$ cat config.mk
export PLATFORM = sky130hd
export DESIGN_NAME = audio
export DESIGN_NICKNAME = d
export VERILOG_FILES = /design/src/audio_pkg.sv /design/src/sound_regs.sv /design/src/tone_voice.sv /design/src/audio_output.sv /design/src/audio.sv
export VERILOG_INCLUDE_DIRS = /design/src
export SDC_FILE = /design/constraint.sdc
export NUM_CORES = 1
export LEC_CHECK = 0
export ABC_AREA = 0
export BUFFER_PORTS_ARGS = -buffer_cell sky130_fd_sc_hd__clkbuf_2
export CORE_MARGIN = 2
export CORE_UTILIZATION = 45
export CTS_CLUSTER_DIAMETER = 80
export DETAILED_ROUTE_END_ITERATION = 16
export PLACE_DENSITY = 0.61
export SLEW_MARGIN = 10
export SYNTH_ARGS = -nofsm -noshare
export SYNTH_HDL_FRONTEND = slang
export SYNTH_SLANG_ARGS = --single-unit
$ cat constraint.sdc
create_clock -name clk_i -period 13.66 [get_ports clk_i]
set_input_delay 0.683 -clock clk_i [delete_from_list [all_inputs] [get_ports clk_i]]
set_output_delay 0.683 -clock clk_i [all_outputs]
set_load 0.1 [all_outputs]
$ cat src/audio_consts.svh
`ifndef AUDIO_CONSTS_SVH
`define AUDIO_CONSTS_SVH

// register bus
`define AUDIO_ADDR_W      5      // sound register address width
`define AUDIO_DATA_W      8      // cpu data bus width

// voice datapath
`define AUDIO_FREQ_W      16     // phase step per 1 MHz tick
`define AUDIO_PHASE_W     24     // phase accumulator
`define AUDIO_WAVE_W      12     // signed waveform before volume
`define AUDIO_VOL_W       4      // fixed volume per voice
`define AUDIO_SAMPLE_W    16     // signed voice sample and mix

// two tone voices, register map and mixer follow this
`define AUDIO_NUM_VOICES  2

// cb2 click magnitude, same as 16'h800
`define AUDIO_CLICK_LEVEL 2048

`endif

$ cat src/audio_pkg.sv
`default_nettype none

`include "audio_consts.svh"

package audio_pkg;

    // voice waveform, ctrl register bits 1:0
    typedef enum logic [1:0] {
        WAVE_OFF      = 2'd0,  // silence
        WAVE_SAW      = 2'd1,  // phase msb inverted
        WAVE_SQUARE   = 2'd2,  // full scale by phase msb
        WAVE_TRIANGLE = 2'd3   // phase folded at the half
    } wave_e;

    // register map, four registers per voice
    // voice n lives at n*4, the v0 names double as field offsets
    typedef enum logic [`AUDIO_ADDR_W-1:0] {
        REG_V0_FREQ_LO = 5'd0,
        REG_V0_FREQ_HI = 5'd1,
        REG_V0_CTRL    = 5'd2,   // wave and gate
        REG_V0_VOL     = 5'd3,   // volume in 3:0
        REG_V1_FREQ_LO = 5'd4,
        REG_V1_FREQ_HI = 5'd5,
        REG_V1_CTRL    = 5'd6,
        REG_V1_VOL     = 5'd7,
        REG_OSC0       = 5'd27   // read only, voice 0 phase msb byte
    } reg_addr_e;

    // anything else reads back as zero

endpackage

`default_nettype wire

$ cat src/sound_regs.sv
`timescale 1ns/1ps
`default_nettype none

`include "audio_consts.svh"

module sound_regs import audio_pkg::*; (
    input  wire logic                                            clk_i,
    input  wire logic                                            reset_i,
    input  wire logic                                            wr_en_i,  // strobe and select
    input  wire logic [`AUDIO_ADDR_W-1:0]                        addr_i,
    input  wire logic [`AUDIO_DATA_W-1:0]                        data_i,
    input  wire logic [`AUDIO_DATA_W-1:0]                        osc0_i,   // voice 0 phase byte
    output logic      [`AUDIO_DATA_W-1:0]                        data_o,
    output logic      [`AUDIO_NUM_VOICES-1:0][`AUDIO_FREQ_W-1:0] freq_o,
    output wave_e     [`AUDIO_NUM_VOICES-1:0]                    wave_o,
    output logic      [`AUDIO_NUM_VOICES-1:0]                    gate_o,
    output logic      [`AUDIO_NUM_VOICES-1:0][`AUDIO_VOL_W-1:0]  vol_o
);
    // byte registers per voice, unused bits never stored
    logic [`AUDIO_DATA_W-1:0] freq_lo_q [`AUDIO_NUM_VOICES];
    logic [`AUDIO_DATA_W-1:0] freq_hi_q [`AUDIO_NUM_VOICES];
    logic [2:0]               ctrl_q    [`AUDIO_NUM_VOICES];  // gate, wave
    logic [`AUDIO_VOL_W-1:0]  vol_q     [`AUDIO_NUM_VOICES];

    // address splits into voice slot and field
    logic [`AUDIO_ADDR_W-3:0] sel_voice;
    reg_addr_e                field;

    assign sel_voice = addr_i[`AUDIO_ADDR_W-1:2];
    assign field     = reg_addr_e'(`AUDIO_ADDR_W'(addr_i[1:0]));  // offset within voice

    // write decode, lands on this edge
    always_ff @(posedge clk_i) begin
        if (reset_i) begin
            for (int v = 0; v < `AUDIO_NUM_VOICES; v++) begin
                freq_lo_q[v] <= '0;
                freq_hi_q[v] <= '0;
                ctrl_q[v]    <= '0;
                vol_q[v]     <= '0;
            end
        end else if (wr_en_i) begin
            for (int v = 0; v < `AUDIO_NUM_VOICES; v++) begin
                if (sel_voice == v) begin  // osc0 slot never matches a voice
                    case (field)
                        REG_V0_FREQ_LO: freq_lo_q[v] <= data_i;
                        REG_V0_FREQ_HI: freq_hi_q[v] <= data_i;
                        REG_V0_CTRL:    ctrl_q[v]    <= data_i[2:0];          // mask upper
                        REG_V0_VOL:     vol_q[v]     <= data_i[`AUDIO_VOL_W-1:0];
                        default: ;
                    endcase
                end
            end
        end
    end

    // read back, purely combinational from the address
    always_comb begin
        data_o = '0;  // unmapped reads zero
        if (reg_addr_e'(addr_i) == REG_OSC0) begin
            data_o = osc0_i;
        end
        for (int v = 0; v < `AUDIO_NUM_VOICES; v++) begin
            if (sel_voice == v) begin
                case (field)
                    REG_V0_FREQ_LO: data_o = freq_lo_q[v];
                    REG_V0_FREQ_HI: data_o = freq_hi_q[v];
                    REG_V0_CTRL:    data_o = `AUDIO_DATA_W'(ctrl_q[v]);
                    REG_V0_VOL:     data_o = `AUDIO_DATA_W'(vol_q[v]);
                    default: ;
                endcase
            end
        end
    end

    // fan out to the voices
    always_comb begin
        for (int v = 0; v < `AUDIO_NUM_VOICES; v++) begin
            freq_o[v] = {freq_hi_q[v], freq_lo_q[v]};
            wave_o[v] = wave_e'(ctrl_q[v][1:0]);
            gate_o[v] = ctrl_q[v][2];      // gate low holds phase at zero
            vol_o[v]  = vol_q[v];
        end
    end

endmodule

`default_nettype wire

$ cat src/tone_voice.sv
`timescale 1ns/1ps
`default_nettype none

`include "audio_consts.svh"

module tone_voice import audio_pkg::*; (
    input  wire logic                              clk_i,
    input  wire logic                              reset_i,
    input  wire logic                              step_en_i,  // 1 MHz enable
    input  wire logic        [`AUDIO_FREQ_W-1:0]   freq_i,
    input  wire wave_e                             wave_i,
    input  wire logic                              gate_i,
    input  wire logic        [`AUDIO_VOL_W-1:0]    vol_i,
    output logic signed      [`AUDIO_SAMPLE_W-1:0] sample_o,
    output logic             [`AUDIO_DATA_W-1:0]   osc_o      // phase msb byte
);
    logic [`AUDIO_PHASE_W-1:0]       phase_q;
    logic [`AUDIO_WAVE_W-1:0]        top;       // phase top bits
    logic [`AUDIO_WAVE_W-2:0]        tri_fold;  // folded lower bits
    logic signed [`AUDIO_WAVE_W-1:0] wave;

    // phase accumulator
    always_ff @(posedge clk_i) begin
        if (reset_i || !gate_i) begin
            phase_q <= '0;  // cleared every clock while ungated
        end else if (step_en_i) begin
            phase_q <= phase_q + `AUDIO_PHASE_W'(freq_i);  // wraps
        end
    end

    assign top      = phase_q[`AUDIO_PHASE_W-1 -: `AUDIO_WAVE_W];
    assign tri_fold = top[`AUDIO_WAVE_W-1] ? ~top[`AUDIO_WAVE_W-2:0]
                                           :  top[`AUDIO_WAVE_W-2:0];

    // waveform shaping, signed 12 bit
    always_comb begin
        case (wave_i)
            WAVE_SAW: begin
                wave = {~top[`AUDIO_WAVE_W-1], top[`AUDIO_WAVE_W-2:0]};  // offset binary
            end
            WAVE_SQUARE: begin
                // msb set gives +2047, clear gives -2048
                wave = top[`AUDIO_WAVE_W-1] ? {1'b0, {(`AUDIO_WAVE_W-1){1'b1}}}
                                            : {1'b1, {(`AUDIO_WAVE_W-1){1'b0}}};
            end
            WAVE_TRIANGLE: begin
                // fold doubled, then msb flip moves it to signed
                wave = {~tri_fold[`AUDIO_WAVE_W-2], tri_fold[`AUDIO_WAVE_W-3:0], 1'b0};
            end
            default: begin
                wave = '0;  // WAVE_OFF
            end
        endcase
    end

    // volume scaling, 12 x 4 fits in 16 signed
    always_ff @(posedge clk_i) begin
        if (reset_i) begin
            sample_o <= '0;
        end else begin
            sample_o <= wave * $signed({1'b0, vol_i});  // every clock, no enable
        end
    end

    assign osc_o = phase_q[`AUDIO_PHASE_W-1 -: `AUDIO_DATA_W];

endmodule

`default_nettype wire

$ cat src/audio_output.sv
`timescale 1ns/1ps
`default_nettype none

`include "audio_consts.svh"

module audio_output (
    input  wire logic                              clk_i,
    input  wire logic                              reset_i,
    input  wire logic signed [`AUDIO_SAMPLE_W-1:0] samples_i [`AUDIO_NUM_VOICES],
    input  wire logic                              diag_i,
    input  wire logic                              via_cb2_i,
    output logic                                   audio_o
);
    // headroom for all voices plus the click
    localparam int SUM_W = `AUDIO_SAMPLE_W + $clog2(`AUDIO_NUM_VOICES + 1);

    localparam logic signed [SUM_W-1:0] MIX_MAX = SUM_W'((2 ** (`AUDIO_SAMPLE_W - 1)) - 1);
    localparam logic signed [SUM_W-1:0] MIX_MIN = -SUM_W'(2 ** (`AUDIO_SAMPLE_W - 1));
    localparam logic signed [SUM_W-1:0] CLICK   = SUM_W'(`AUDIO_CLICK_LEVEL);

    logic signed [SUM_W-1:0]           sum;
    logic signed [`AUDIO_SAMPLE_W-1:0] mix_q;     // saturated, registered
    logic        [`AUDIO_SAMPLE_W-1:0] mix_u;     // biased unsigned
    logic        [`AUDIO_SAMPLE_W:0]   dsm_acc_q; // carry in msb

    // click is high only when diag and cb2 agree
    always_comb begin
        sum = (via_cb2_i && diag_i) ? CLICK : -CLICK;
        for (int v = 0; v < `AUDIO_NUM_VOICES; v++) begin
            sum = sum + SUM_W'(samples_i[v]);  // sign extends
        end
    end

    // clamp to 16 bit signed
    always_ff @(posedge clk_i) begin
        if (reset_i) begin
            mix_q <= '0;
        end else if (sum > MIX_MAX) begin
            mix_q <= MIX_MAX[`AUDIO_SAMPLE_W-1:0];
        end else if (sum < MIX_MIN) begin
            mix_q <= MIX_MIN[`AUDIO_SAMPLE_W-1:0];
        end else begin
            mix_q <= sum[`AUDIO_SAMPLE_W-1:0];
        end
    end

    // + 0x8000 is just the msb flipped
    assign mix_u = {~mix_q[`AUDIO_SAMPLE_W-1], mix_q[`AUDIO_SAMPLE_W-2:0]};

    // first order delta sigma, runs every clock
    always_ff @(posedge clk_i) begin
        if (reset_i) begin
            dsm_acc_q <= '0;
        end else begin
            dsm_acc_q <= dsm_acc_q[`AUDIO_SAMPLE_W-1:0] + mix_u;  // carry lands in msb
        end
    end

    assign audio_o = dsm_acc_q[`AUDIO_SAMPLE_W];  // carry drives the pin

endmodule

`default_nettype wire

$ cat src/audio.sv
`timescale 1ns/1ps
`default_nettype none

`include "audio_consts.svh"

module audio import audio_pkg::*; (
    input  wire logic                     reset_i,
    input  wire logic                     clk_i,
    input  wire logic                     clk1_en_i,        // one clock in N
    input  wire logic                     sid_en_i,         // chip select
    input  wire logic                     cpu_wr_strobe_i,  // single cycle
    input  wire logic [`AUDIO_ADDR_W-1:0] addr_i,
    input  wire logic [`AUDIO_DATA_W-1:0] data_i,
    output logic      [`AUDIO_DATA_W-1:0] data_o,           // combinational read
    input  wire logic                     diag_i,
    input  wire logic                     via_cb2_i,
    output logic                          audio_o
);
    logic                                            wr_en;
    logic [`AUDIO_NUM_VOICES-1:0][`AUDIO_FREQ_W-1:0] freq;
    wave_e [`AUDIO_NUM_VOICES-1:0]                   wave;
    logic [`AUDIO_NUM_VOICES-1:0]                    gate;
    logic [`AUDIO_NUM_VOICES-1:0][`AUDIO_VOL_W-1:0]  vol;
    logic signed [`AUDIO_SAMPLE_W-1:0]               samples [`AUDIO_NUM_VOICES];
    logic [`AUDIO_DATA_W-1:0]                        osc     [`AUDIO_NUM_VOICES];

    assign wr_en = cpu_wr_strobe_i && sid_en_i;  // writes never stall

    sound_regs u_regs (
        .clk_i   (clk_i),
        .reset_i (reset_i),
        .wr_en_i (wr_en),
        .addr_i  (addr_i),
        .data_i  (data_i),
        .osc0_i  (osc[0]),  // only voice 0 is readable
        .data_o  (data_o),
        .freq_o  (freq),
        .wave_o  (wave),
        .gate_o  (gate),
        .vol_o   (vol)
    );

    // one voice per slot in the register map
    for (genvar v = 0; v < `AUDIO_NUM_VOICES; v++) begin : g_voice
        tone_voice u_voice (
            .clk_i     (clk_i),
            .reset_i   (reset_i),
            .step_en_i (clk1_en_i),
            .freq_i    (freq[v]),
            .wave_i    (wave[v]),
            .gate_i    (gate[v]),
            .vol_i     (vol[v]),
            .sample_o  (samples[v]),
            .osc_o     (osc[v])
        );
    end

    // mixer and pin driver
    audio_output u_out (
        .clk_i     (clk_i),
        .reset_i   (reset_i),
        .samples_i (samples),
        .diag_i    (diag_i),
        .via_cb2_i (via_cb2_i),
        .audio_o   (audio_o)
    );

endmodule

`default_nettype wire

# [Yosys cells after proc, flatten, opt, wreduce, memory -nomap -nowiden]
# Memory sizes are Yosys's and may differ from the RTL's.
# Index checks and enable logic that the tools add are counted.
[op_classes] addsub=5 n_mul=2 muxes=60 bitwise=15 reduce_logical=9 n_lt_le_gt_ge=2 n_eq_ne=11
[ops] operator="$pmux 12 s3" count=2
[ops] operator="$pmux 8 s4" count=2
[ops] operator="$mux 8" count=7
[ops] operator="$add 24x16->24" count=2
[ops] operator="$mux 1" count=38
[ops] operator="$add 18x16->18" count=2
[ops] operator="$mul 12x5->16" count=2
[ops] operator="$mux 12" count=2
[ops] operator="$mux 11" count=2
[ops] operator="$not 11->11" count=2
[ops] operator="$gt 18x16->1 const B" count=1
[ops] operator="$lt 18x16->1 const B" count=1
[ops] operator="$mux 18" count=1
[ops] operator="$add 16x16->17" count=1
[ops] operator="$mux 16" count=1
[ops] operator="$mux 15" count=1
[ops] operator="$eq 2x2->1 const B" count=6
[ops] operator="$mux 4" count=2
[ops] operator="$or 1x1->1" count=8
[ops] operator="$eq 2x1->1 const B" count=3
[ops] operator="$mux 3" count=2
[ops] operator="$eq 5x5->1 const B" count=1
[ops] operator="$logic_not 5->1" count=1
[ops] operator="$not 1->1" count=5
[ops] operator="other kinds (6)" count=9
[totals] mem_count=4 inputBits=20 register_bits=113 ramBits=46
[memory_table] memory="u_regs.freq_hi_q" words=2 width=8 read_ports=2 rd_clocked_by_memory_dff=0 write_ports=2 line_no="sound_regs.sv:21" rtl="logic [`AUDIO_DATA_W-1:0] freq_hi_q [`AUDIO_NUM_VOICES];"
[memory_table] memory="u_regs.freq_lo_q" words=2 width=8 read_ports=2 rd_clocked_by_memory_dff=0 write_ports=2 line_no="sound_regs.sv:20" rtl="logic [`AUDIO_DATA_W-1:0] freq_lo_q [`AUDIO_NUM_VOICES];"
[memory_table] memory="u_regs.vol_q" words=2 width=4 read_ports=2 rd_clocked_by_memory_dff=0 write_ports=2 line_no="sound_regs.sv:23" rtl="logic [`AUDIO_VOL_W-1:0] vol_q [`AUDIO_NUM_VOICES];"
[memory_table] memory="u_regs.ctrl_q" words=2 width=3 read_ports=2 rd_clocked_by_memory_dff=0 write_ports=2 line_no="sound_regs.sv:22" rtl="logic [2:0] ctrl_q [`AUDIO_NUM_VOICES];"

# [Logic depth before layout (Yosys ltp)]
# Gate-level depths: netlist of the first run.
[depth] word_depth=7 mapped_depth=19

# [Modules after synthesis]
# A second synthesis of the first run with hierarchy kept.
[hier_totals] cells_unflattened=1529 hier_area_um2=13492.9
[by_module_without_submodules] mod="tone_voice at g_voice[0].u_voice" instances=1 cells_each=527 area_per_inst_um2=4292.9
[by_module_without_submodules] mod="tone_voice at g_voice[1].u_voice" instances=1 cells_each=517 area_per_inst_um2=4170.2
[by_module_without_submodules] mod="audio_output" instances=1 cells_each=329 area_per_inst_um2=2841.5
[by_module_without_submodules] mod="sound_regs" instances=1 cells_each=155 area_per_inst_um2=2182.1
[by_module_without_submodules] mod="audio" instances=1 cells_each=1 area_per_inst_um2=6.3

# [Least setup slack after synthesis of the first run]
# No wires, ideal clock.
[synth_path] path_type="register -> register" startpoint="register g_voice[0].u_voice.phase_q[23]" endpoint="register g_voice[0].u_voice.sample_o[12]" n_path_buf=2 required_ns=13.582 setup_time_ns=0.078 setup_slack_ns=9.262 path_stages_with_launch=20 arrival_ns=4.320 cell_sequence="dfxtp_1 > clkbuf_1 > buf_1 > xnor2_1 > a22o_1 > and2_1 > ha_1 > inv_1 > fa_1 > fa_1 > inv_1 > ha_1 > nor2b_1 > o21a_1 > o21ai_0 > a21oi_1 > o21ai_0 > a21boi_0 > o21a_1 > nor3_1"
[synth_between] elab_chain_cells=4 word_cells_on_any_way=6 cone_classes="1 x mul; 3 x mux; 2 x bitwise"
[synth_rtl] element="from (decl)" line_no="tone_voice.sv:17" rtl="logic [`AUDIO_PHASE_W-1:0] phase_q;"
[synth_rtl] element="from (signal assigned)" line_no="tone_voice.sv:27" rtl="phase_q <= phase_q + `AUDIO_PHASE_W'(freq_i);"
[synth_rtl] element="$mux 11" line_no="tone_voice.sv:32" rtl="assign tri_fold = top[`AUDIO_WAVE_W-1] ? ~top[`AUDIO_WAVE_W-2:0]"
[synth_rtl] element="$not 1->1" line_no="tone_voice.sv:48" rtl="wave = {~tri_fold[`AUDIO_WAVE_W-2], tri_fold[`AUDIO_WAVE_W-3:0], 1'b0};"
[synth_rtl] element="$pmux 12 s3 *" line_no="tone_voice.sv:37" rtl="case (wave_i)"
[synth_rtl] element="$mul 12x5->16 *" line_no="tone_voice.sv:61" rtl="sample_o <= wave * $signed({1'b0, vol_i});"
[synth_rtl] element="to (signal assigned)" line_no="tone_voice.sv:61"
[synth_rtl] element="to (decl)" line_no="tone_voice.sv:14" rtl="output logic signed [`AUDIO_SAMPLE_W-1:0] sample_o,"
# Every way passes the cells marked *; elsewhere a longest branch is shown, timed or not.
# A chain may end at the register's enable or synchronous reset.

==> qor.yml, run 1 <==
coreArea_mm2: 0.02703
hold_class: "flip-flop to flip-flop"
worstPathMaxFanout: 16
synth_cell_types: 60
synthCells: 1393
wl_met3_um: 914
slew_violations: 0
cts_resized: 0
synth_edf_count: 46
p_int_uw: 997.5
dr.max_layer_used: "met4"
antenna_found_initial: 0
ir_worst_vdd_mv: 0.08224
cts_sinks: 159
syn_area_per_cell_um2: 8.916
multiInputGateArea_mm2: 0.008100
fp-row-count: 60
htreeDepth: 4
final-hold-violation-count: 0
antenna_cells: 0
syn_area_mm2: 0.01242
post-cts-setup-buffer-count: 0
r2r-end: "g_voice[1].u_voice.sample_o[12]"
synth_area_leaders: "dfxtp_1 (18%), ha_1 (13%), edfxtp_1 (11%)"
cp-end-kind: "flip-flop"
p_sw_uw: 497.0
final.period_utilization_pct: 35.53
vias_per_cell: 5.288
tightest_slew_ps: 920.0
setup_slack_ps: 8807
max_cap_viol_count: 0
root_buffer: "clkbuf_16"
start_kind: "flip-flop"
maxSlewHeadroom_pct: 38.52
ys_seq_area_share_pct: 29.34
synthesis.nets: 1603
grt_first_pass_wirelength_mm: 44.09
detail-route-antenna-nets: 0
cts_tree: "done"
die-area_mm2: 0.02894
synthArstFlopShare_pct: 0
preCtsSetupSlack_ps: 8812
io-pin-count: 29
hold_buffers: 0
die_w_um: 170.1
drive_gt1_share_pct: 7.031
worstPathArrival_ps: 5210
cp.required_ps: 14020
nFillCells: 2565
comb_power_share_pct: 30.6
clk_pin_slew_ps: 60
status: "complete, no violations"
final_cell_area_mm2: 0.01340
clock_path_buffers: 2
nets: 1605
min_period_ps: 4853
leakage_nw: 6.123
pwr-share-clk_pct: 30.8
synth_top_area_share_pct: 18.21
areaGrowthSynthToFinish_pct: 7.868
cts_inserted_buffers: 17
ys.flop_type: "dfxtp_1"
insertion_delay_ps: 440
worstReg2RegStart: "u_regs.ctrl_q[0][3]"
fin_skew_ps: 9.280
start_util_pct: 45.95
r2r_slack_ps: 8810
yosysMostFrequentCell: "ha_1"
grt_max_degree: 39
grtUsageTotal_pct: 19.22
cellPowerDensity_mw_per_mm2: 111.6
synth_top_area_cell: "dfxtp_1"
drtIter0Drc: 400
dp_hpwl_mm: 20.68
wl_met1_mm: 12.12
holdPathStages: 2
whs_endpoint: "g_voice[1].u_voice.phase_q[4]"
grt_overflow_total: 0
placed_cell_area_mm2: 0.01282
r2r_cells: 17
first_pass_iters: 5
grt_pass1_vias: 9003
rsz0062_at_grt: "false"
max_freq_ghz: 0.2060
criticalPathCategory: "flip-flop to flip-flop"
final-seq-area_mm2: 0.003643
wl_met2_mm: 12.81
finalSetupViolCount: 0
synth_common_cells: "ha_1 (134), inv_1 (132), nand2_1 (117), nor2_1 (117), dfxtp_1 (113)"
switching_share_pct: 33.26
wl_mm: 26.38
die_h_um: 170.1
min-delay-start: "g_voice[1].u_voice.phase_q[4]"
finalSetupTns_ps: 0
io_buffers: 28
p_seq_share_pct: 38.7
ys_warn_count: 0
vias: 9249
gp_congestion: 0.8766
synth_seq_cells: 159
wire_per_inst_um: 15.08
drcViolationCount: 0
-- metrics by stage --
stage	hold WS [ps]	total power, mW	cells	util [%]
after CTS	468.6	1.513	1749	49.54
after detailed placement	458.5	1.048	1717	47.44
final	464.4	1.495	1749	49.57
after floorplan	444.7	0.9623	1393	-
after global placement	456.9	1.037	1717	47.44
after global routing	522.3	1.598	1749	49.57
-- cell usage in the layout (no fill, tap or decap), types with 9 or more instances in the layout --
cell,instances
nand3_1,20
fa_1,56
clkbuf_2,29
nor2b_1,24
xor2_1,33
dfxtp_1,113
xnor2_1,64
mux2i_1,23
a21oi_1,75
a22o_1,20
o21ai_0,55
and3_1,34
a21o_1,13
a211oi_1,13
nor3_1,20
ha_1,134
and2_1,78
or3_1,14
nand2b_1,12
o21ai_2,9
nor2_1,117
o21a_1,20
clkbuf_16,17
nand2_1,117
edfxtp_1,46
inv_1,132
-- state kept, by name, summed over array words and instances (netlist names) --
register                  flops
g_voice.u_voice.phase_q      48
g_voice.u_voice.sample_o     32
u_out.dsm_acc_q              17
u_out.mix_q                  16
u_regs.ctrl_q                 6
u_regs.freq_hi_q             16
u_regs.freq_lo_q             16
u_regs.vol_q                  8
-- power groups by stage --
| stage | Sequential (mW) | Clock, mW | Combinational [mW] |
|---|---|---|---|
| after global routing | 0.584 | 0.492 | 0.522 |
| after floorplan | 0.582 | 0 | 0.380 |
| after CTS | 0.579 | 0.472 | 0.463 |
| after detailed placement | 0.589 | 0 | 0.459 |
| final | 0.578 | 0.460 | 0.457 |
| after global placement | 0.588 | 0 | 0.449 |
-- how the worst max path moves through the flow --
| stage | endpoint | from | cells after the start |
|---|---|---|---|
| 6_report | g_voice[1].u_voice.sample_o[12] | u_regs.ctrl_q[0][3] | 17 |
| 5_1_grt | g_voice[1].u_voice.sample_o[12] | u_regs.ctrl_q[0][3] | 17 |
| 3_5_place_dp | g_voice[1].u_voice.sample_o[12] | u_regs.ctrl_q[0][3] | 17 |
| 2_1_floorplan | g_voice[0].u_voice.sample_o[12] | g_voice[0].u_voice.phase_q[23] | 19 |
| 4_1_cts | g_voice[1].u_voice.sample_o[12] | u_regs.ctrl_q[0][3] | 17 |
| 3_3_place_gp | g_voice[1].u_voice.sample_o[12] | u_regs.ctrl_q[0][3] | 17 |
-- metal layers --
layer / track usage (%) / vias up
met3: 3.419 / 28
met2: 33.42 / 142
li1: - / 4778
met1: 24.31 / 4301
met4: 5.834 / 0
met5: 0 / -
-- cells by family after synthesis --
group | count (synthesis) | share of synthesized area [%]
mux | 34 | 3.304
buf+inv | 180 | 5.561
flops | 159 | 29.34
fa+ha+maj | 190 | 22.53
xor+xnor | 97 | 6.841
simple gates | 459 | 18.06
compound gates | 274 | 14.37
-- layout make-up --
type,instances,area share (%)
flip-flops and latches,159,27.20
repair buffers,31,1.214
multi-input cells,1054,60.47
well taps,341,3.185
clock inverters,11,0.7939
clock buffers,21,3.446
inverters,132,3.699
-- worst max-delay path, cell delays in order, from the launching register on --
cell and delay [ps]:
edfxtp_1 610, nor2b_1 610, a22o_1 300, and2_1 140
ha_1 230, inv_1 90, fa_1 420, fa_1 540
inv_1 40, ha_1 320, nor2b_1 160, o21a_1 170
o21ai_0 250, a21oi_1 120, o21ai_0 270, a21boi_0 180
o21a_1 200, nor3_1 120
(Power assumes the default switching activity.)
==> run 2: changes to the inputs <==
Settings changed: PLACE_DENSITY 0.61 to 0.63.
Clock period 13.66 ns to 4 ns, I/O delays scaled along.
==> qor.yml, run 2 (same netlist as run 1, synthesis figures left out) <==
drcViolationCount: 0  # unchanged
drive_gt1_share_pct: 17.28  # was 7.031%
worstReg2RegStart: "u_regs.ctrl_q[0][0]"  # was u_regs.ctrl_q[0][3]
start_util_pct: 45.95  # unchanged
ir_worst_vdd_mv: 0.3004  # was 0.08224 mV
layout_commonest_cell: "inv_1"  # was ha_1
hold_buffers: 0  # unchanged
grt_max_degree: 36  # was 39
htreeDepth: 4  # unchanged
cellPowerDensity_mw_per_mm2: 352.4  # was 111.6 mW/mm2
vias_per_cell: 5.280  # was 5.288
whs_endpoint: "u_regs.freq_hi_q[0][7]"  # was g_voice[1].u_voice.phase_q[4]
min-delay-start: "data_i[7]"  # was g_voice[1].u_voice.phase_q[4]
r2r-end: "g_voice[0].u_voice.sample_o[8]"  # was g_voice[1].u_voice.sample_o[12]
finalSetupViolCount: 0  # unchanged
hold_class: "primary input to flip-flop"  # was flip-flop to flip-flop
finalSetupTns_ps: 0  # unchanged
p_sw_mw: 1.712  # was 497.0 uW
p_int_mw: 3.409  # was 997.5 uW
root_buffer: "clkbuf_16"  # unchanged
total_power_mw: 5.121  # was 1.495 mW
cts_inserted_buffers: 17  # unchanged
cts_sinks: 159  # unchanged
first_pass_iters: 5  # unchanged
nets: 1684  # was 1,605
slowest_delay_ps: 530  # was 610 ps
regMostFlops: "g_voice.u_voice.phase_q"  # unchanged
cp.required_ps: 4300  # was 14,020 ps
r2r_cells: 16  # was 17
antenna_cells: 0  # unchanged
drtIter0Drc: 368  # was 400
fin_skew_ps: 12.00  # was 9.280 ps
maxSlewHeadroom_pct: 44.34  # was 38.52%
io_buffers: 28  # unchanged
clock_path_buffers: 2  # unchanged
antenna_found_initial: 0  # unchanged
clk_pin_slew_ps: 60  # about the same
cts_tree: "done"  # unchanged
status: "complete, no violations"  # unchanged
die_h_um: 170.1  # unchanged
wl_mm: 26.95  # was 26.38 mm
cp-end-kind: "flip-flop"  # unchanged
preCtsSetupSlack_ps: -173.1  # was 8812 ps
placed_cell_area_mm2: 0.01334  # was 0.01282 mm2
largest_reg_flops: 48  # unchanged
final_core_util_pct: 53.77  # was 49.57%
leakage_nw: 6.578  # was 6.123 nW
critPathSlowestCell: "fa_1"  # was edfxtp_1
worstPathMaxFanout: 5  # was 16
dp_hpwl_mm: 20.77  # was 20.68 mm
final.period_utilization_pct: 99.10  # was 35.53%
grt_overflow_total: 0  # unchanged
reg.largest.list: "g_voice.u_voice.phase_q: 48 flops, g_voice.u_voice.sample_o: 32 flops, u_out.dsm_acc_q: 17 flops"  # unchanged
min_period_ps: 3964  # was 4853 ps
die-area_mm2: 0.02894  # unchanged
most-common-layout-cells: "inv_1 (120), nor2_1 (114), ha_1 (112), dfxtp_1 (112), nand2_1 (111)"  # was ha_1 (134), inv_1 (132), nand2_1 (117), nor2_1 (117), dfxtp_1 (113)
p_seq_share_pct: 38.3  # was 38.7%
grt_pass1_vias: 9313  # was 9,003
start_kind: "flip-flop"  # unchanged
rsz0062_at_grt: "true"  # was false
path_cells: "nor2b_4 -> a22o_1 -> and2_1 -> ha_1 -> inv_2 -> fa_1 -> fa_1 -> inv_2 -> ha_4 -> nor2b_4 -> o21a_1 -> o21ai_2 -> nand2b_1 -> a21oi_1 -> xor2_1 -> nor2_1"  # was nor2b_1 -> a22o_1 -> and2_1 -> ha_1 -> inv_1 -> fa_1 -> fa_1 -> inv_1 -> ha_1 -> nor2b_1 -> o21a_1 -> o21ai_0 -> a21oi_1 -> o21ai_0 -> a21boi_0 -> o21a_1 -> nor3_1
slew_violations: 0  # unchanged
wire_per_inst_um: 14.74  # was 15.08 um
detail-route-antenna-nets: 0  # unchanged
comb_power_share_pct: 31.9  # was 30.6%
die_w_um: 170.1  # unchanged
areaGrowthSynthToFinish_pct: 17.01  # was 7.868%
final-hold-violation-count: 0  # unchanged
grt_first_pass_wirelength_mm: 43.77  # was 44.09 mm
holdPathStages: 2  # unchanged
worstPathArrival_ps: 4260  # was 5210 ps
max_cap_viol_count: 0  # unchanged
insertion_delay_ps: 430  # was 440 ps
vias: 9652  # was 9,249
r2r_slack_ps: 40  # was 8810 ps
io-pin-count: 29  # unchanged
max_freq_ghz: 0.2523  # was 0.2060 GHz
coreArea_mm2: 0.02703  # unchanged
gp_congestion: 0.9060  # was 0.8766
pwr-share-clk_pct: 29.8  # was 30.8%
startpoint: "u_regs.ctrl_q[0][0]"  # was u_regs.ctrl_q[0][3]
switching_share_pct: 33.44  # was 33.26%
criticalPathCategory: "flip-flop to flip-flop"  # unchanged
fp-row-count: 60  # unchanged
final_cell_area_mm2: 0.01453  # was 0.01340 mm2
grtUsageTotal_pct: 18.82  # was 19.22%
setup_slack_ps: 36.08  # was 8807 ps
tightest_slew_ps: 832.8  # was 920.0 ps
-- run 2: repair_timing --
item / in CTS / in global routing
pin swaps: 9 / 89
setup endpoints to repair: 14 / 18
gates cloned: 0 / 0
resized for setup: 22 / 99
setup buffers: 4 / 9
-- run 2: layout make-up --
class / count / area [um2]
clock buffer: 19 / 432.9
clock inverter: 13 / 113.9
fill: 2475 / 12490
inverter: 132 / 495.5
multi-input combinational: 1054 / 8607
sequential: 159 / 3645
tap: 341 / 426.7
timing repair buffer: 110 / 810.8
-- run 2: metrics by stage --
stage	instances	hold WS, ps
final	1828	134.3
after global routing	1828	138.7
after floorplan	1393	417.3
after CTS	1819	107.4
after global placement	1783	455.6
after detailed placement	1783	461.1
-- run 2: worst max path at each step --
stage,end,slack (ps),depth (start not counted)
2_1_floorplan,g_voice[0].u_voice.sample_o[12],-30,18
3_3_place_gp,g_voice[0].u_voice.sample_o[12],-80,17
3_5_place_dp,g_voice[0].u_voice.sample_o[12],-170,17
4_1_cts,g_voice[0].u_voice.sample_o[14],-5,18
5_1_grt,g_voice[0].u_voice.sample_o[8],-130,17
6_report,g_voice[0].u_voice.sample_o[8],40,16
-- run 2: metal layers --
| metal | vias to the layer above | track usage, % | share of wire, % |
|---|---|---|---|
| met5 | - | 0 | 0 |
| met4 | 0 | 5.871 | 2.1 |
| met3 | 31 | 3.070 | 3.3 |
| met2 | 138 | 33.37 | 49 |
| met1 | 4547 | 23.38 | 45 |
| li1 | 4936 | - | - |
-- run 2: worst max-delay path: cells and delay by family, from the launching register on --
family                     cells  cell delay [ps]
and+or+nand+nor                5              650
AOI/OAI and AO/OA              4              840
adders and majority gates      4             1490
DFF                            1              480
buffers and inverters          2               90
xor gates and xnor gates       1              280
-- run 2: power groups by stage --
stage               clock network, mW  registers, mW  logic [mW]
detailed placement                  0           2.00        1.60
finish                           1.53           1.96        1.63
floorplan                           0           1.99        1.30
CTS                              1.55           1.97        1.62
global placement                    0           1.99        1.56
global route                     1.63           1.98        1.87
==> run 3: changes to the inputs <==
Settings changed: SETUP_SLACK_MARGIN set to 0.5.
==> qor.yml, run 3 (same netlist as run 1, synthesis figures left out) <==
pwr-share-clk_pct: 31.5  # was 29.8%
critPathBufInv: 3  # was 2
final_cells: 1818  # was 1,828
die_w_um: 170.1  # unchanged
worstPathArrival_ps: 4230  # was 4260 ps
reg.largest.list: "g_voice.u_voice.phase_q: 48 flops, g_voice.u_voice.sample_o: 32 flops, u_out.dsm_acc_q: 17 flops"  # unchanged
wl_mm: 27.39  # was 26.95 mm
cellPowerDensity_mw_per_mm2: 356.7  # was 352.4 mW/mm2
p_int_mw: 3.536  # was 3.409 mW
tightest_slew_ps: 871.6  # was 832.8 ps
root_buffer: "clkbuf_16"  # unchanged
comb_power_share_pct: 31.1  # was 31.9%
start_kind: "flip-flop"  # unchanged
die_h_um: 170.1  # unchanged
final_cell_area_mm2: 0.01473  # was 0.01453 mm2
p_seq_share_pct: 37.5  # was 38.3%
wire_per_inst_um: 15.06  # was 14.74 um
htreeDepth: 4  # unchanged
slowest_delay_ps: 510  # was 530 ps
cts_tree: "done"  # unchanged
largest_reg_flops: 48  # unchanged
dp.cells: 1736  # was 1,783
insertion_delay_ps: 430  # about the same
max_freq_ghz: 0.2581  # was 0.2523 GHz
areaGrowthSynthToFinish_pct: 18.58  # was 17.01%
max_cap_viol_count: 0  # unchanged
p_sw_mw: 1.718  # was 1.712 mW
total_power_mw: 5.254  # was 5.121 mW
antenna_found_initial: 0  # unchanged
die-area_mm2: 0.02894  # unchanged
io-pin-count: 29  # unchanged
start_util_pct: 45.95  # unchanged
io_buffers: 28  # unchanged
leakage_nw: 6.566  # was 6.578 nW
clk_pin_slew_ps: 70  # was 60 ps
final-hold-violation-count: 0  # unchanged
vias: 9609  # was 9,652
drcViolationCount: 0  # unchanged
switching_share_pct: 32.69  # was 33.44%
path_cells: "buf_6 -> nor2b_4 -> a22o_1 -> and2_1 -> ha_1 -> inv_2 -> fa_1 -> fa_1 -> inv_2 -> ha_4 -> nor2b_4 -> o21a_1 -> o21ai_2 -> a21oi_2 -> o21ai_2 -> a21boi_2 -> o21a_1 -> nor3_2"  # was nor2b_4 -> a22o_1 -> and2_1 -> ha_1 -> inv_2 -> fa_1 -> fa_1 -> inv_2 -> ha_4 -> nor2b_4 -> o21a_1 -> o21ai_2 -> nand2b_1 -> a21oi_1 -> xor2_1 -> nor2_1
grt_first_pass_wirelength_mm: 45.12  # was 43.77 mm
r2r_slack_ps: 120  # was 40 ps
grt_pass1_vias: 9387  # was 9,313
regMostFlops: "g_voice.u_voice.phase_q"  # unchanged
layout_commonest_cell: "inv_1"  # unchanged
most-common-layout-cells: "inv_1 (114), nor2_1 (113), dfxtp_1 (113), ha_1 (107), nand2_1 (105)"  # was inv_1 (120), nor2_1 (114), ha_1 (112), dfxtp_1 (112), nand2_1 (111)
path_delay_family: "adder cells"  # unchanged
detail-route-antenna-nets: 0  # unchanged
critPathSlowestCell: "fa_1"  # unchanged
drtIter0Drc: 466  # was 368
vias_per_cell: 5.285  # was 5.280
grtUsageTotal_pct: 19.49  # was 18.82%
cp.required_ps: 4350  # was 4300 ps
first_pass_iters: 5  # unchanged
final_core_util_pct: 54.49  # was 53.77%
gp_congestion: 0.8650  # was 0.9060
grt_overflow_total: 0  # unchanged
fp-row-count: 60  # unchanged
worstPathMaxFanout: 7  # was 5
slew_violations: 0  # unchanged
cp-end-kind: "flip-flop"  # unchanged
final.period_utilization_pct: 96.88  # was 99.10%
drive_gt1_share_pct: 19.36  # was 17.28%
hold_class: "primary input to flip-flop"  # unchanged
antenna_cells: 0  # unchanged
min_period_ps: 3875  # was 3964 ps
placed_cell_area_mm2: 0.01318  # was 0.01334 mm2
status: "complete, no violations"  # unchanged
nets: 1674  # was 1,684
dp_hpwl_mm: 20.75  # was 20.77 mm
fin_skew_ps: 9.164  # was 12.00 ps
grt_max_degree: 34  # was 36
coreArea_mm2: 0.02703  # unchanged
criticalPathCategory: "flip-flop to flip-flop"  # unchanged
finalSetupViolCount: 0  # unchanged
cts_sinks: 159  # unchanged
maxSlewHeadroom_pct: 41.76  # was 44.34%
ir_worst_vdd_mv: 0.3002  # was 0.3004 mV
rsz0062_at_grt: "true"  # unchanged
clock_path_buffers: 2  # unchanged
cts_inserted_buffers: 17  # unchanged
finalSetupTns_ps: 0  # unchanged
-- run 3: cell types whose count changed in the layout (fill, tap and decap cells not counted), moves of 5 or more --
cell     change
and2_4      +12
inv_2        +6
buf_4       -17
buf_6        +5
ha_1         -5
ha_4         +8
nand2_1      -6
inv_1        -6
and2_1      -12
-- run 3: stage by stage --
step                hold slack, ps  setup slack [ps]
finish                       109.4             124.8
global route                 98.60            -68.00
CTS                          93.43             165.7
detailed placement           462.3             3.433
global placement             453.7             96.46
floorplan                    417.3             282.3
-- run 3: final cells by class --
class	count	area, um2
Clock inverter	13	161.4
Tap cell	341	426.7
Multi-Input combinational cell	1055	8822
Timing Repair Buffer	99	744.5
Sequential cell	159	3643
Clock buffer	19	432.9
Fill cell	2387	12300
Inverter	132	495.5
-- run 3: power groups by stage --
stage	logic, mW	clock network (mW)	registers [mW]
6_report	1.63	1.65	1.97
5_1_grt	1.85	1.76	1.99
4_1_cts	1.62	1.68	1.97
3_5_place_dp	1.58	0	2.01
3_3_place_gp	1.55	0	2.01
2_1_floorplan	1.31	0	1.99
-- run 3: path summary, 6_finish.rpt --
| path | to | from | depth (start not counted) |
|---|---|---|---|
| worst max-delay path | g_voice[0].u_voice.sample_o[12] | u_regs.ctrl_q[0][0] | 18 |
| worst max register to register | g_voice[0].u_voice.sample_o[12] | u_regs.ctrl_q[0][0] | 18 |
| worst min-delay path | u_regs.freq_hi_q[0][15] | data_i[7] | 2 |
| worst min register to register | g_voice[1].u_voice.phase_q[4] | g_voice[1].u_voice.phase_q[4] | 2 |
-- run 3: metal layers --
layer	wire, um	vias up	track usage [%]	share of wire (%)
met2	13420	163	34.06	49
met5	0	-	0	0
met1	12460	4512	24.50	46
met3	912	34	3.372	3.3
met4	596	0	6.094	2.2
li1	-	4900	-	-
-- run 3: timing repair --
item,CTS,global route
hold buffers,0,0
gates cloned,2,0
endpoints found under the setup margin,20,36
setup buffers,32,16
gates resized for setup,42,75
endpoints found under the hold margin,0,0
pin swaps,62,61
